==> src/memPkg.sv <==
package memPkg;

    // who asked for the access
    typedef enum logic [1:0] {
        OpFetch = 2'd0,
        OpLoad  = 2'd1,
        OpStore = 2'd2
    } memOp_t;

    // bytes moved by one request, fetch always behaves as Len4
    typedef enum logic [1:0] {
        Len1 = 2'd0,
        Len2 = 2'd1,
        Len4 = 2'd2
    } memLen_t;

    // one request as seen by a port, 68 bits
    typedef struct packed {
        memOp_t      op;
        memLen_t     len;
        // byte address, upper bits beyond the RAM are ignored
        logic [31:0] addr;
        logic [31:0] wdata;
    } memReq_t;

    // loads and fetches zero-extended, zero for stores
    typedef struct packed {
        logic [31:0] rdata;
    } memRsp_t;

endpackage

==> src/byteSequencer.sv <==
module byteSequencer #(
    parameter int AddrWidth = 12
) (
    input  logic                 clk,
    input  logic                 rst,
    input  logic                 hold,
    // job interface
    input  logic                 start,
    input  memPkg::memReq_t      job,
    output logic                 busy,
    output logic                 done,
    output memPkg::memRsp_t      result,
    // RAM side
    output logic                 ramWe,
    output logic [AddrWidth-1:0] ramAddr,
    output logic [7:0]           ramWdata,
    input  logic [7:0]           ramRdata
);
    import memPkg::*;

    typedef enum logic [1:0] {
        SeqIdle,
        SeqWrite,
        SeqRead,
        SeqLast
    } seqState_t;

    seqState_t   state;
    memReq_t     cur;
    logic [1:0]  count;
    logic [1:0]  lastIdx;
    logic [31:0] asmReg;
    logic [31:0] merged;
    logic        issueRead;
    // a read byte is arriving on ramRdata this cycle
    logic        capValid;
    logic [1:0]  capIdx;

    // index of the final byte, N-1
    always_comb begin
        if (cur.op == OpFetch) begin
            lastIdx = 2'd3;
        end else begin
            case (cur.len)
                Len1:    lastIdx = 2'd0;
                Len2:    lastIdx = 2'd1;
                default: lastIdx = 2'd3;
            endcase
        end
    end

    assign issueRead = (state == SeqRead) && !hold;
    assign ramWe     = (state == SeqWrite) && !hold;
    assign ramAddr   = cur.addr[AddrWidth-1:0] + AddrWidth'(count);
    assign ramWdata  = cur.wdata[8*count +: 8];
    assign busy      = (state != SeqIdle);
    assign done      = !hold && ((state == SeqWrite && count == lastIdx) || state == SeqLast);

    // little-endian placement of the byte in flight
    always_comb begin
        merged = asmReg;
        if (capValid) begin
            merged[8*capIdx +: 8] = ramRdata;
        end
    end

    assign result.rdata = (state == SeqLast) ? merged : 32'd0;

    always_ff @(posedge clk) begin
        if (rst) begin
            state    <= SeqIdle;
            count    <= 2'd0;
            capValid <= 1'b0;
        end else begin
            capValid <= issueRead;
            case (state)
                // job is taken even under hold, RAM traffic waits for it
                SeqIdle: begin
                    if (start) begin
                        count <= 2'd0;
                        state <= (job.op == OpStore) ? SeqWrite : SeqRead;
                    end
                end
                SeqWrite: begin
                    if (!hold) begin
                        if (count == lastIdx) state <= SeqIdle;
                        else count <= count + 2'd1;
                    end
                end
                SeqRead: begin
                    if (!hold) begin
                        if (count == lastIdx) state <= SeqLast;
                        else count <= count + 2'd1;
                    end
                end
                SeqLast: if (!hold) state <= SeqIdle;
                default: state <= SeqIdle;
            endcase
        end
    end

    always_ff @(posedge clk) begin
        capIdx <= count;
        if (state == SeqIdle && start) begin
            cur    <= job;
            asmReg <= 32'd0;
        end else if (capValid) begin
            // late bytes are kept even while held
            asmReg <= merged;
        end
    end

    // a stall freezes the job in flight
    holdFreezes: assert property (@(posedge clk) disable iff (rst)
        hold && busy |=> $stable(state) && $stable(count));

endmodule

==> config.mk <==
export PLATFORM = sky130hd
export DESIGN_NAME = byteSequencer
export DESIGN_NICKNAME = d
export VERILOG_FILES = /design/src/memPkg.sv /design/src/byteSequencer.sv
export SDC_FILE = /design/constraint.sdc
export NUM_CORES = 1
export LEC_CHECK = 0
export BUFFER_PORTS_ARGS = -buffer_cell sky130_fd_sc_hd__buf_4
export CAP_MARGIN = 0
export CORE_MARGIN = 2
export CORE_UTILIZATION = 44
export DETAILED_ROUTE_END_ITERATION = 8
export PLACE_DENSITY = 0.81
export SETUP_SLACK_MARGIN = 0.3
export SYNTH_ARGS = -nofsm -noshare
export SYNTH_HDL_FRONTEND = slang
export SYNTH_SLANG_ARGS = --single-unit
==> constraint.sdc <==
create_clock -name clk -period 2.9 [get_ports clk]
set_clock_uncertainty 0.2 [all_clocks]
set_input_delay 0.145 -clock clk [delete_from_list [all_inputs] [get_ports clk]]
set_output_delay 0.145 -clock clk [all_outputs]
set_load 0.02 [all_outputs]
Yosys cells after proc, flatten, opt, wreduce, memory -nomap -nowiden
Cells that the tools add are included.

word-level totals
  input port bits = 80
  logic and storage cells = 61
  output and inout bits = 55
  bits in registers = 87

operators by class
  reduce and logical (&&, ||, !) cells = 15
  $add $sub $neg = 3
  shift operators = 3
  multiplexer cells = 17
  eq/ne operators = 14

operators by type and width
  kind                                                    count
  two-way mux 32 bit                                      2
  negator 5 -> 34 bit                                     1
  variable shift 8 x 34 -> 32 bit (first input constant)  1
  indexed part select 8 x 34 -> 32 bit                    1
  bitwise mux 32 bit                                      1
  indexed part select 32 x 6 -> 8 bit                     1
  two-way mux 2 bit                                       11
  adder 12 x 2 -> 12 bit                                  1
  != test 2 bit (second input constant)                   6
  one-hot mux 2 bit (2 select lines)                      2
  one-hot mux 2 bit (4 select lines)                      1
  equality test 2 bit (second input constant)             3
  logical NOT 2 bit                                       3
  AND reduction 6 bit                                     1
  logical AND 1 bit                                       5
  equality test 2 x 1 -> 1 bit (second input constant)    2
  != test 2 x 1 -> 1 bit (second input constant)          2
  AND reduction 4 bit                                     1
  nonzero test 2 bit                                      2
  adder 2 x 1 -> 2 bit (second input constant)            1
  equality test 2 bit                                     1
  OR reduction 2 bit                                      1
  logical NOT 1 bit                                       1
  logical OR 1 bit                                        1

Longest topological paths before layout
  depth after elaboration = 7
  gate-level depth with buffers = 6

Least setup slack after synthesis
Ideal clock, no wire load.

  path type = register to register
  start = register state[0]
  end = register cur[0] (netlist bit), enable pin
  data arrival time = 2.428 ns
  path buffers = 1
  cell stages (with the launch flop) = 6
  path slack = -0.159 ns
  data required time = 2.269 ns
  cells stage by stage = dfxtp_1 inv_1 ha_1 nand2_1 inv_1 buf_1

between the ends
  cells in the longest elaborated chain, start to end = 2

ends and longest elaborated chain
  what                    line                  source
  from (decl)             byteSequencer.sv:28   seqState_t state;
  from (signal assigned)  byteSequencer.sv:71   state <= SeqIdle;
  from (signal assigned)  byteSequencer.sv:81   state <= (job.op == OpStore) ? SeqWrite : SeqRead;
  from (signal assigned)  byteSequencer.sv:86   if (count == lastIdx) state <= SeqIdle;
  logical NOT 2 bit       byteSequencer.sv:104  if (state == SeqIdle && start) begin
  logical AND 1 bit       byteSequencer.sv:104
  to (signal assigned)    byteSequencer.sv:105  cur <= job;
  to (decl)               byteSequencer.sv:29   memReq_t cur;

No other way between the ends.
A chain may end at the register's enable or synchronous reset.

Worst setup path after layout
  start = register count[0]
  end = output port ramAddr[8]

between the ends
  cells in the longest elaborated chain, start to end = 1

ends and longest elaborated chain
  what                    line                 source
  from (decl)             byteSequencer.sv:30  logic [1:0] count;
  from (signal assigned)  byteSequencer.sv:87  else count <= count + 2'd1;
  from (signal assigned)  byteSequencer.sv:93  else count <= count + 2'd1;
  adder 12 x 2 -> 12 bit  byteSequencer.sv:54  assign ramAddr = cur.addr[AddrWidth-1:0] + AddrWidth'(count);
  to (decl)               byteSequencer.sv:15  output logic [AddrWidth-1:0] ramAddr,

No other way between the ends.

==> impl_metrics.tcl <==
set metrics [dict create \
    worstSetupEndpointType "primary output" \
    routed_wl_um 9770 \
    synth_seq_cells 87 \
    path_class "reg -> out" \
    relSlewSlack_pct 61.2 \
    drive_gt1_share_pct 31.8 \
    setup_slack_ns 0.436 \
    postPlaceCellArea_um2 4650 \
    worst_setup_path_start_kind "flop" \
    crit_start "count[0]" \
    p_total_mw 3.74 \
    drc_errors 0 \
    crit_path_end "ramAddr[8]" \
    hp-class "in -> reg" \
    portBuffers 114 \
    cts_tree "done" \
    cts_root_buffer "clkbuf_8" \
    cts_htree_levels 3 \
    required_ns 2.56 \
    cellLeakagePower_nw 2.20 \
    grt_max_degree 53 \
    slew_violations 0 \
    ys_seq_area_share_pct 60.7 \
    clkLatencyLatePin_ns 0.35 \
    fin_nets 574 \
    final_common_cell "buf_4" \
    start_util_pct 45.0 \
    clock_sinks 87 \
    die_h_um 95.2 \
    yosysTopAreaCell "edfxtp_1" \
    grt_antenna_before_repair 0 \
    place_hpwl_um 6130 \
    synth_flop_cell "edfxtp_1" \
    antenna_left 0 \
    period_needed_ns 2.46 \
    yosys_warnings 0 \
    grt_pass1_vias 3144 \
    whs_ns 0.0743 \
    drtPass1Iterations 4 \
    max_freq_mhz 406 \
    path_max_fanout 8 \
    regToRegSetupSlack_ns 0.78 \
    wl_per_cell_um 16.5 \
    cts_buffers 9 \
    status "finished clean" \
    die_x_um 95.2 \
    powerDensity_nw_per_um2 675 \
    clkSlewWorstSetupHoldPaths_ns 0.09 \
    via_per_inst 5.22 \
    ir_drop_v 0.000432 \
    cp.arrival_ns 2.12 \
    dp_slack_ns 0.543 \
    hold_violations 0 \
    grt_util_all_layers_pct 22.4 \
    rsz0062_at_grt "false" \
    yosys.area.top_type_share_pct 39.4 \
    syn_area_um2 3660 \
    synth_cells 302 \
    coreArea_um2 8130 \
    final-setup-viol-count 0 \
    grt_pass1_wl_um 15200 \
    gp_congestion 0.860 \
    avgSynthCellArea_um2 12.1 \
    cap_violations 0 \
    diodes 0 \
    layout_common_cells "121 x buf_4, 66 x nor2_1, 59 x dlygate4sd3_1" \
    drt_iter0_drc 174 \
    syn_nets 394 \
    r2r_start "state[0]" \
    rows 33 \
    areaGrowthSynthToFinish_pct 51.2 \
    reg2reg_to "cur[31]" \
    r2r_cells 5 \
    max-clock-path-buffers 2 \
    boundaryPins 135 \
    fin_area_um2 5540 \
    setup-tns-final_ns 0 \
    grt_overflow 0 \
    synth_edf_count 48 \
    worst_pin_slew_ns 0.582 \
    min_period_over_period_pct 85.0 \
    vias 3092 \
    synth_cell_type_count 43 \
    yosys-top-cells-area "edfxtp_1 39%, dfxtp_1 21%, nor2_1 6.9%, a22oi_1 6.6%, mux4_2 4.9%" \
    dieArea_um2 9070 \
    synthArstFlopShare_pct 0 \
]
## how the worst min path moves through the flow
stage	from	endpoint	depth (start not counted)
2_1_floorplan	hold	capValid	1
3_3_place_gp	job[23]	cur[23]	1
3_5_place_dp	job[21]	cur[21]	1
4_1_cts	start	count[0]	4
5_1_grt	start	count[0]	4
6_report	start	count[0]	4
## Yosys cell counts (3+ instances only)
cell,number
xnor2_1,8
ha_1,11
nor2b_1,6
mux4_2,8
a21oi_1,5
and3_1,5
nand2_1,9
or4_1,3
edfxtp_1,48
nor3_1,3
nand3_1,5
xor2_1,3
inv_1,8
nand2b_1,4
a22oi_1,32
dfxtp_1,39
nor2_1,67
buf_1,4
clkbuf_1,5
## power by group
| group | leakage, nW | internal (mW) | switching, mW | total (mW) |
|---|---|---|---|---|
| Clock | 0.132 | 0.562 | 0.453 | 1.02 |
| Sequential | 0.773 | 1.54 | 0.0930 | 1.63 |
| Combinational | 1.29 | 0.466 | 0.622 | 1.09 |
## what timing repair did
item / 4_1_cts / 5_1_grt
hold endpoints to repair: 79 / 0
gates resized for setup: 3 / 6
pin swaps: 0 / 1
hold buffers: 59 / 0
setup endpoints to repair: 14 / 31
setup buffers: 0 / 1
## logic make-up after synthesis
kind of cell,after synthesis,synth area share (%)
AO/OA/AOI/OAI,48,9.53
XOR/XNOR,11,2.63
adder cells (fa/ha/maj),12,4.30
buffers and inverters,19,2.02
flip-flops,87,60.7
multiplexers,9,5.19
AND/OR/NAND/NOR,116,15.6
## area by class of cell
type / count / area (um2)
fill: 549 / 2590
sequential: 87 / 2220
timing repair buffer: 180 / 1500
multi-input combinational: 196 / 1400
clock buffer: 12 / 199
tap: 105 / 131
clock inverter: 4 / 53.8
inverter: 8 / 30.0
## registers in the layout (all words and copies together), names as in the netlist
| signal | cells |
|---|---|
| capValid | 1 |
| state | 2 |
| cur | 48 |
| capIdx | 2 |
| count | 2 |
| asmReg | 32 |
## layer usage
metal | vias to the layer above | wire (um) | track usage [%]
met5 | - | 0 | 0
met4 | 0 | 165 | 7.85
met3 | 13 | 664 | 5.85
met2 | 122 | 5300 | 40.1
met1 | 1487 | 3640 | 25.8
li1 | 1470 | - | -
## stage by stage
| stage | utilization, % | cells |
|---|---|---|
| finish | 68.1 | 592 |
| global route | 68.1 | 592 |
| CTS | 67.7 | 591 |
| detailed placement | 57.2 | 516 |
| global placement | 57.2 | 516 |
| floorplan | - | 302 |
## critical path, cell delays in order, from the launching register on
cell and delay (ns):
dfxtp_1 0.56, ha_1 0.27, fa_1 0.24, and3_1 0.25, nand3_1 0.12, xnor2_1 0.17, buf_4 0.17
Note: power is estimated with default switching activity, not from simulation.
