===== src/memPkg.sv =====
package memPkg;

    // who asked for the access
    typedef enum logic [1:0] {
        OpFetch = 2'd0,
        OpLoad  = 2'd1,
        OpStore = 2'd2
    } memOp_t;

    // bytes moved by one request, fetch always behaves as Len4
    typedef enum logic [1:0] {
        Len1 = 2'd0,
        Len2 = 2'd1,
        Len4 = 2'd2
    } memLen_t;

    // one request as seen by a port, 68 bits
    typedef struct packed {
        memOp_t      op;
        memLen_t     len;
        // byte address, upper bits beyond the RAM are ignored
        logic [31:0] addr;
        logic [31:0] wdata;
    } memReq_t;

    // loads and fetches zero-extended, zero for stores
    typedef struct packed {
        logic [31:0] rdata;
    } memRsp_t;

endpackage


===== src/memArbiter.sv =====
module memArbiter (
    input  logic            clk,
    input  logic            rst,
    // port side
    input  logic            fetchPending,
    input  logic            dataPending,
    input  memPkg::memReq_t fetchReq,
    input  memPkg::memReq_t dataReq,
    output logic            fetchFinish,
    output logic            dataFinish,
    output memPkg::memRsp_t finRsp,
    // sequencer side
    output logic            start,
    output memPkg::memReq_t job,
    input  logic            busy,
    input  logic            done,
    input  memPkg::memRsp_t result
);
    import memPkg::*;

    logic grantOk;
    // set when the job in flight came from the data port
    logic ownerData;

    // start is still in flight for one cycle before busy rises
    assign grantOk = !busy && !start && (fetchPending || dataPending);

    always_ff @(posedge clk) begin
        if (rst) begin
            start     <= 1'b0;
            ownerData <= 1'b0;
        end else begin
            start <= grantOk;
            if (grantOk) begin
                ownerData <= dataPending;
            end
        end
    end

    // data side wins a tie
    always_ff @(posedge clk) begin
        if (grantOk) begin
            job <= dataPending ? dataReq : fetchReq;
        end
    end

    assign fetchFinish = done && !ownerData;
    assign dataFinish  = done && ownerData;
    assign finRsp      = result;

    // a start lands on an idle sequencer, which then goes busy
    startWhenIdle: assert property (@(posedge clk) disable iff (rst)
        start |-> !busy ##1 busy);

endmodule


===== config.mk =====
export PLATFORM = sky130hd
export DESIGN_NAME = memArbiter
export DESIGN_NICKNAME = d
export VERILOG_FILES = /design/src/memPkg.sv /design/src/memArbiter.sv
export SDC_FILE = /design/constraint.sdc
export NUM_CORES = 1
export LEC_CHECK = 0
export BUFFER_PORTS_ARGS = -buffer_cell sky130_fd_sc_hd__buf_2
export CAP_MARGIN = 0
export CORE_AREA = 2 2 108 110
export CTS_CLUSTER_SIZE = 20
export DETAILED_ROUTE_END_ITERATION = 16
export DIE_AREA = 0 0 110 112
export GPL_ROUTABILITY_DRIVEN = 0
export SETUP_SLACK_MARGIN = 0.1
export SYNTH_ARGS = -nofsm -noshare
export SYNTH_HDL_FRONTEND = slang
export SYNTH_SLANG_ARGS = --single-unit

===== constraint.sdc =====
create_clock -name clk -period 9.52 [get_ports clk]
set_input_delay 2.38 -clock clk [delete_from_list [all_inputs] [get_ports clk]]
set_output_delay 2.38 -clock clk [all_outputs]
set_load 0.02 [all_outputs]

**Word level (Yosys, flattened, before mapping)**

Index checks and enable logic that the tools add are counted.

- Register bits after elaboration: 70
- Output and inout bits: 103

- Mux-type cells: 1
- Reduce and logical (&&, ||, !) cells: 8

Operators by type and width:

| kind | number |
|---|---|
| 68-bit 2-to-1 mux | 1 |
| 1-bit logical AND | 4 |
| 1-bit zero test | 3 |
| 1-bit logical OR | 1 |

**Depth between registers and ports, before layout**

Gate-level depths: netlist of run 1.

- Depth after elaboration: 3
- Mapped depth: 5
- Depth with buffers taken out: 2

**Least setup slack after synthesis of run 1**

OpenSTA, ideal clock, no wires.

- Path type: input to register
- From: in dataPending
- To: reg job[0] in the netlist's numbering (enable)
- Library setup time: 577 ps
- Data arrival time: 7,406 ps
- Data required time: 8,943 ps
- Slack: 1,537 ps
- Stages on the path: 5
- Path buffers: 3
- Cell sequence: buf_6 > buf_8 > buf_12 > nor2_1 > nor3_1

- Word-level cells in the longest chain between the ends: 2

Ends and longest elaborated chain:

| element | line | text |
|---|---|---|
| start: declaration | memArbiter.sv:6 | `input logic dataPending,` |
| 1-bit logical OR | memArbiter.sv:26 | `assign grantOk = !busy && !start && (fetchPending \|\| dataPending);` |
| 1-bit logical AND | memArbiter.sv:26 |  |
| named net grantOk | memArbiter.sv:21 | `logic grantOk;` |
| end signal: assignment | memArbiter.sv:43 | `job <= dataPending ? dataReq : fetchReq;` |
| end: declaration | memArbiter.sv:14 | `output memPkg::memReq_t job,` |

The timed path passes the listed nets, and every way through them passes these cells.
A chain may end at the register's enable or synchronous reset.

**Worst setup path after layout of run 1**

- From: in done
- To: out dataFinish

- Word-level cells in the longest chain between the ends: 1

Ends and longest elaborated chain:

| element | line | text |
|---|---|---|
| start: declaration | memArbiter.sv:16 | `input logic done,` |
| 1-bit logical AND | memArbiter.sv:48 | `assign dataFinish = done && ownerData;` |
| end: declaration | memArbiter.sv:10 | `output logic dataFinish,` |

No other way between the ends.

==> flow_metrics.py, run 1 <==
metrics = {
    "run_status": {
        "status": "complete, no violations",
    },
    "clocking": {
        "cts_root_buf": "clkbuf_16",
        "clock_latency_ps": 320,
        "numCtsBuffers": 9,
        "hold_buffers": 0,
        "clock_path_buffers": 2,
        "cts_resized": 0,
        "cts_tree": "done",
        "clkTransAtPathRegs_ps": 50,
        "clock-sinks": 70,
        "cts_setup_buffers": 0,
        "htree_levels": 3,
    },
    "sta": {
        "relSlewSlack": 0.428,
        "finClkSkew_ps": 5.11,
        "hold_violations": 0,
        "period_share": 0.541,
        "rsz0062_at_grt": "no",
        "setup-violations-final": 0,
        "drv_slew": 0,
        "fmax_mhz": 194,
        "postLayoutSetupSlackWorst_ps": 4370,
        "period_needed_ps": 5150,
        "holdWs_ps": 521,
        "worst-slew-pin-transition_ps": 859,
        "finalSetupTns_ps": 0,
    },
    "global_routing": {
        "grt_pass1_vias": 2227,
        "grt_start_max_net_pins": 69,
        "grt_pass1_wl_microns": 10600,
        "overflow": 0,
        "use_met2": 0.204,
        "grt_use_met3": 0.0492,
        "grt_usage": 0.116,
        "grtUsageMet1": 0.114,
        "grt-busiest-layer": "met2",
        "antenna_found_initial": 0,
    },
    "setup_path": {
        "rrSetupSlack_ps": 7890,
        "path_cells": "buf_2 > and2_1 > buf_2",
        "slowest_delay_ps": 150,
        "crit_path_end_kind": "output pin",
        "worst_setup_path_start_kind": "input port",
        "worstPathRequired_ps": 7140,
        "critPathMaxFanout": 2,
        "crit_type": "in2out",
        "cp_slowest_cell": "buf_2",
        "critPathMostFrequentCell": "buf_2",
        "crit_arrival_ps": 2770,
    },
    "yosys": {
        "synthTopCellsByArea": "edfxtp_1 63%, mux2_2 20%, buf_4 7.4%",
        "ys_ff_latch": 70,
        "ys.flop_type": "edfxtp_1",
        "syn_area_sq_um": 3250,
        "synth_top_area_cell": "edfxtp_1",
        "synth_enable_flop_cells": 68,
        "yosys.area_share.xor_xnor": 0,
        "yosys.area_share.simple": 0.0158,
        "synth.area.mux_share": 0.246,
        "yosysMostFrequentCell": "edfxtp_1",
        "synth_compound_area_frac": 0.00154,
        "synthArstFlopShare": 0,
        "netlist.area_leader.share": 0.628,
        "synth_fp_nets": 361,
        "synth.yosys.seq_area_share": 0.641,
        "synth_top_family_by_area": "multiplexers",
        "postSynthCellCount": 187,
        "ys_top_cells_by_count": "68 x edfxtp_1, 59 x mux2_2, 32 x buf_4, 9 x mux2_4, 5 x buf_2",
        "synth_fa_ha_area_frac": 0,
        "yosysWarnings": 0,
        "ys_types": 18,
        "syn_area_per_cell_sq_um": 17.4,
    },
    "floorplan": {
        "num_rows": 39,
        "fp.dieH_microns": 112,
        "die_w_microns": 110,
        "io_pins": 277,
        "die-area_sq_um": 12300,
        "core_sq_um": 11200,
        "initial_core_util": 0.291,
    },
    "layout": {
        "antennaDiodeCount": 0,
        "fillCellCount": 1041,
        "syn2layout_area_growth_pct": 38.8,
        "drive_above_1_share": 0.790,
        "finalNetCount": 546,
    },
    "routing": {
        "drt_pass1_iterations": 4,
        "drc": 0,
        "drt-initial-drc-count": 46,
        "vias": 2208,
        "wl_per_cell_microns": 14.2,
        "totalWireLength_microns": 7370,
        "final_antenna_net_count": 0,
        "routed_via_density": 4.25,
    },
    "power": {
        "leakagePower_nw": 1.98,
        "power_density_nw_per_um2": 183,
        "p_sw_frac": 0.218,
        "combPwrFrac": 0.140,
        "clkPwrFrac": 0.411,
        "p_int_w": 0.000644,
        "vdd_drop_max_v": 0.0000798,
        "seq_power_share": 0.448,
        "power_w": 0.000824,
        "switching_power_w": 0.000180,
    },
    "min_path": {
        "hp-class": "reg2reg",
    },
    "run": {
        "drv_cap": 0,
    },
    "place": {
        "dp_slack_ps": 4370,
        "portBuffers": 212,
    },
}
==> routing by layer <==
| layer | wire length, microns | share of wire |
|---|---|---|
| met5 | 0 | 0 |
| met2 | 3770 | 0.51 |
| met1 | 2570 | 0.35 |
| met3 | 860 | 0.12 |
| met4 | 161 | 0.022 |
==> final cells by class <==
| class | count | area, sq um | share of cell area |
|---|---|---|---|
| clock buffer | 13 | 270 | 0.0599 |
| clock inverter | 3 | 42.5 | 0.00943 |
| multi-input combinational | 77 | 861 | 0.191 |
| sequential | 70 | 2080 | 0.462 |
| tap | 143 | 179 | 0.0397 |
| timing repair buffer | 214 | 1080 | 0.239 |
==> power by group through the flow <==
stage	clock network (W)	registers [W]	logic, W
global placement	0	0.000375	0.000116
finish	0.000339	0.000370	0.000116
detailed placement	0	0.000376	0.000118
global route	0.000368	0.000372	0.000126
CTS	0.000353	0.000370	0.000118
floorplan	0	0.000404	0.0000597
==> placed cells by master, fill, tap and decap left out, types with 2 or more instances in the layout <==
| cell type | synthesis | layout |
|---|---|---|
| buf_2 | 5 | 212 |
| mux2_4 | 9 | 9 |
| dfxtp_1 | 2 | 2 |
| clkbuf_16 | 0 | 9 |
| edfxtp_1 | 68 | 68 |
| clkbuf_8 | 0 | 3 |
| buf_4 | 32 | 2 |
| mux2_2 | 59 | 59 |
==> kinds of logic (layout without fill, tap and decap cells) <==
kind of cell / after synthesis / after routing
DFF: 70 / 70
buffers and inverters: 40 / 230
AOI/OAI and AO/OA: 1 / 1
muxes: 68 / 68
and+or+nand+nor: 8 / 8
==> critical path, delay by kind of cell <==
kind                   cells  cell delay [ps]
buffers and inverters      2              250
AND/OR/NAND/NOR            1              140
==> state kept, by name, summed over array words and instances (netlist names) <==
| signal | cells |
|---|---|
| ownerData | 1 |
| start | 1 |
| job | 68 |
==> path summary, 6_finish.rpt <==
path                            startpoint          to  depth (start not counted)
worst max-delay path                  done  dataFinish                          3
worst max register to register       start     job[48]                          2
worst min register to register   ownerData   ownerData                          2
worst min-delay path             ownerData   ownerData                          2
==> metrics by stage <==
stage	std cells	util	instance area, sq um
after global placement	504	0.376	4200
final	520	0.404	4510
after CTS	520	0.404	4510
after global routing	520	0.404	4510
after floorplan	187	-	3250
after detailed placement	504	0.376	4200
(Power assumes the default switching activity.)
==> run 2, diff against run 1 <==
==> constraint.sdc (replaced) <==
create_clock -name clk -period 5.4 [get_ports clk]
set_input_delay 1.35 -clock clk [delete_from_list [all_inputs] [get_ports clk]]
set_output_delay 1.35 -clock clk [all_outputs]
set_load 0.02 [all_outputs]
==> flow_metrics.py, run 2 (synthesis results as in run 1) <==
metrics = {
    "power": {
        "leakagePower_nw": 1.98,
        "vdd_drop_max_v": 0.000110,
        "switching_power_w": 0.000332,
        "power_density_nw_per_um2": 317,
        "seq_power_share": 0.457,
        "clkPwrFrac": 0.400,
        "p_sw_frac": 0.232,
        "p_int_w": 0.00110,
        "combPwrFrac": 0.143,
    },
    "layout": {
        "antennaDiodeCount": 0,
        "final_common_cell": "buf_2",
        "largest_register_ffs": 68,
        "final_cell_mix": "212 x buf_2, 68 x edfxtp_1, 59 x mux2_2",
        "largest-register": "job",
        "reg_top3": "job (68), ownerData (1), start (1)",
        "fillCellCount": 1068,
        "drive_above_1_share": 0.788,
        "finalNetCount": 547,
        "syn2layout_area_growth_pct": 38.5,
        "regArea_sq_um": 2080,
        "final_cell_area_sq_um": 4500,
        "multiInputGateArea_sq_um": 867,
    },
    "routing": {
        "drc": 0,
        "routed_via_density": 4.28,
        "drt_pass1_iterations": 4,
        "wl_per_cell_microns": 14.9,
        "vias": 2231,
        "drt-initial-drc-count": 36,
        "totalWireLength_microns": 7750,
        "final_antenna_net_count": 0,
    },
    "setup_path": {
        "r2r-start": "start",
        "critPathMaxFanout": 2,
        "endpoint": "dataFinish",
        "r2r_cells": 2,
        "crit_arrival_ps": 1730,
        "crit_path_end_kind": "output pin",
        "worstReg2RegEnd": "job[20]",
        "rrSetupSlack_ps": 3980,
        "worstPathRequired_ps": 4050,
        "crit_start": "done",
        "worst_setup_path_start_kind": "input port",
        "crit_type": "in2out",
    },
    "sta": {
        "rsz0062_at_grt": "no",
        "period_needed_ps": 3080,
        "setup-violations-final": 0,
        "finalSetupTns_ps": 0,
        "fmax_mhz": 324,
        "period_share": 0.571,
        "hold_violations": 0,
        "worst-slew-pin-transition_ps": 596,
        "drv_slew": 0,
        "relSlewSlack": 0.602,
        "finClkSkew_ps": 4.81,
    },
    "floorplan": {
        "die-area_sq_um": 12300,
        "num_rows": 39,
        "die_w_microns": 110,
        "core_sq_um": 11200,
        "io_pins": 277,
        "initial_core_util": 0.291,
        "fp.dieH_microns": 112,
    },
    "clocking": {
        "clock-sinks": 70,
        "clock_path_buffers": 2,
        "cts_resized": 0,
        "hold_buffers": 0,
        "cts_tree": "done",
        "cts_root_buf": "clkbuf_16",
        "clkTransAtPathRegs_ps": 60,
        "htree_levels": 3,
        "clock_latency_ps": 320,
        "numCtsBuffers": 9,
        "cts_setup_buffers": 0,
    },
    "min_path": {
        "hp-class": "reg2reg",
    },
    "global_routing": {
        "grt_start_max_net_pins": 47,
        "grt_pass1_vias": 2364,
        "antenna_found_initial": 0,
        "use_met2": 0.221,
        "grtUsageMet1": 0.123,
        "grt-busiest-layer": "met2",
        "grt_use_met3": 0.0480,
        "grt_pass1_wl_microns": 11400,
        "grt_usage": 0.125,
        "overflow": 0,
    },
    "place": {
        "post_dp_cell_area_sq_um": 4210,
        "hpwl_microns": 6050,
        "portBuffers": 212,
    },
    "run": {
        "drv_cap": 0,
    },
    "run_status": {
        "status": "complete, no violations",
    },
}
==> run 2: cell count changes in the layout (fill, tap and decap cells not counted) <==
cell      delta
clkinv_1     +2
inv_6        +1
nor3_4       +1
buf_4        +1
clkinv_2     +1
nor3_2       -1
clkbuf_8     -3
clkbuf_1     -1
==> run 2: cell type report <==
type / count / area share
Timing Repair Buffer: 215 / 0.241
Multi-Input combinational cell: 77 / 0.193
Sequential cell: 70 / 0.463
Clock inverter: 7 / 0.0142
Tap cell: 143 / 0.0398
Clock buffer: 9 / 0.0500
==> run 2: worst min-delay path by stage <==
stage / startpoint / endpoint / slack [ps] / depth (start not counted)
after floorplan: ownerData / ownerData / 460 / 2
after global placement: ownerData / ownerData / 500 / 2
after detailed placement: ownerData / ownerData / 490 / 2
after CTS: ownerData / ownerData / 510 / 2
after global routing: ownerData / ownerData / 550 / 2
final: ownerData / ownerData / 510 / 2
==> run 2: power groups by stage <==
stage          registers, W  clock network, W  logic (W)
2_1_floorplan      0.000709                 0   0.000106
3_3_place_gp       0.000662                 0   0.000205
3_5_place_dp       0.000663                 0   0.000209
4_1_cts            0.000652          0.000594   0.000209
5_1_grt            0.000655          0.000614   0.000224
6_report           0.000652          0.000572   0.000204
==> run 2: layer usage <==
metal  share of wire  vias up  wire length, microns
li1                -     1047                     -
met1            0.34     1013                  2660
met2            0.51      153                  3960
met3            0.12       18                   936
met4           0.025        0                   190
met5               0        -                     0
==> run 2: through the flow <==
step / utilization / power, W / std cells / setup slack (ps) / hold slack, ps
final: 0.403 / 0.00143 / 521 / 2320 / 505
after global routing: 0.403 / 0.00149 / 521 / 2270 / 551
after CTS: 0.403 / 0.00146 / 521 / 2320 / 507
after detailed placement: 0.377 / 0.000872 / 505 / 2210 / 491
after global placement: 0.377 / 0.000867 / 505 / 2250 / 498
after floorplan: - / 0.000815 / 187 / 546 / 457
==> run 2: worst max-delay path, cell delays in order <==
cell and delay (ps):
buf_2 100, and2_1 140, buf_2 150
==> run 3, diff against run 2 <==
--- a/config.mk
+++ b/config.mk
@@ -7,11 +7,12 @@
 export LEC_CHECK = 0
 export BUFFER_PORTS_ARGS = -buffer_cell sky130_fd_sc_hd__buf_2
 export CAP_MARGIN = 0
-export CORE_AREA = 2 2 108 110
+export CORE_AREA = 2 2 109 111
 export CTS_CLUSTER_SIZE = 20
 export DETAILED_ROUTE_END_ITERATION = 16
-export DIE_AREA = 0 0 110 112
+export DIE_AREA = 0 0 111 113
 export GPL_ROUTABILITY_DRIVEN = 0
+export PLACE_DENSITY = 0.65
 export SETUP_SLACK_MARGIN = 0.1
 export SYNTH_ARGS = -nofsm -noshare
 export SYNTH_HDL_FRONTEND = slang
==> constraint.sdc (replaced) <==
create_clock -name clk -period 2.77 [get_ports clk]
set_input_delay 0.6925 -clock clk [delete_from_list [all_inputs] [get_ports clk]]
set_output_delay 0.6925 -clock clk [all_outputs]
set_load 0.02 [all_outputs]
==> flow_metrics.py, run 3 (synthesis results as in run 1) <==
metrics = {
    "layout": {
        "antennaDiodeCount": 0,
        "largest_register_ffs": 68,
        "finalNetCount": 546,
        "final_cell_mix": "211 x buf_2, 68 x edfxtp_1, 59 x mux2_2",
        "final_common_cell": "buf_2",
        "regArea_sq_um": 2080,
        "multiInputGateArea_sq_um": 875,
        "drive_above_1_share": 0.787,
        "reg_top3": "job (68), ownerData (1), start (1)",
        "largest-register": "job",
        "fillCellCount": 1073,
        "syn2layout_area_growth_pct": 39.8,
    },
    "sta": {
        "holdWs_ps": 502,
        "rsz0062_at_grt": "no",
        "relSlewSlack": 0.687,
        "setup-violations-final": 0,
        "finalSetupTns_ps": 0,
        "hold_violations": 0,
        "finClkSkew_ps": 5.57,
        "drv_slew": 0,
        "period_needed_ps": 1770,
        "worst-slew-pin-transition_ps": 470,
        "fmax_mhz": 564,
        "period_share": 0.640,
    },
    "clocking": {
        "clkTransAtPathRegs_ps": 50,
        "cts_setup_buffers": 0,
        "cts_root_buf": "clkbuf_16",
        "clock_latency_ps": 320,
        "cts_tree": "done",
        "numCtsBuffers": 9,
        "clock-sinks": 70,
        "htree_levels": 3,
        "cts_resized": 0,
        "clock_path_buffers": 2,
        "hold_buffers": 0,
    },
    "routing": {
        "drc": 0,
        "routed_via_density": 4.29,
        "vias": 2229,
        "drt_pass1_iterations": 3,
        "wl_per_cell_microns": 14.6,
        "totalWireLength_microns": 7600,
        "drt-initial-drc-count": 33,
        "final_antenna_net_count": 0,
    },
    "min_path": {
        "holdPathStages": 2,
        "hp-class": "reg2reg",
    },
    "setup_path": {
        "r2r_cells": 2,
        "crit_type": "in2out",
        "crit_arrival_ps": 1080,
        "crit_path_end_kind": "output pin",
        "worstPathRequired_ps": 2080,
        "worst_setup_path_start_kind": "input port",
        "critPathMaxFanout": 2,
    },
    "power": {
        "power_w": 0.00286,
        "vdd_drop_max_v": 0.000283,
        "leakagePower_nw": 1.99,
        "power_density_nw_per_um2": 629,
    },
    "global_routing": {
        "overflow": 0,
        "antenna_found_initial": 0,
        "grt_pass1_vias": 2345,
        "grt_usage": 0.121,
        "grt_start_max_net_pins": 69,
        "grt_pass1_wl_microns": 11700,
    },
    "floorplan": {
        "num_rows": 39,
        "io_pins": 277,
        "core_sq_um": 11300,
        "initial_core_util": 0.288,
        "fp.dieH_microns": 113,
        "die-area_sq_um": 12500,
        "die_w_microns": 111,
    },
    "place": {
        "portBuffers": 212,
    },
    "run": {
        "drv_cap": 0,
    },
    "run_status": {
        "status": "complete, no violations",
    },
}
==> run 3: path summary, 6_finish.rpt <==
path,startpoint,to,slack [ps]
setup / recovery,done,dataFinish,1000
hold / removal,ownerData,ownerData,500
setup reg to reg,start,job[12],1440
hold reg to reg,ownerData,ownerData,500
==> run 3: area by class of cell <==
cell class / instances / area share
clock buffers: 10 / 0.0504
multi-input cells: 77 / 0.193
clock inverters: 5 / 0.0165
well taps: 143 / 0.0394
repair buffers: 214 / 0.243
flip-flops and latches: 70 / 0.458
==> run 3: stage by stage <==
step           std cells  cell area [sq um]  setup slack (ps)  utilization
2_1_floorplan        187               3270              -359            -
3_3_place_gp         504               4240               688        0.376
3_5_place_dp         504               4240               671        0.376
4_1_cts              519               4540               999        0.403
5_1_grt              519               4540               940        0.403
6_report             519               4540               998        0.403
==> run 3: critical path, cell delays in order <==
cell	delay [ps]
buf_2	100
and2_1	140
buf_2	150
==> run 3: where the power goes <==
group          switching, W  internal, W  leakage [nW]
logic              0.000207     0.000198          1.18
registers         0.0000171      0.00125         0.662
clock network      0.000404     0.000776         0.144
total              0.000629      0.00223          1.99
==> run 3: routing by layer <==
| layer | global-route usage | wire length [microns] |
|---|---|---|
| met3 | 0.0445 | 861 |
| met1 | 0.130 | 2750 |
| met5 | 0 | 0 |
| met2 | 0.210 | 3820 |
| met4 | 0.0617 | 169 |
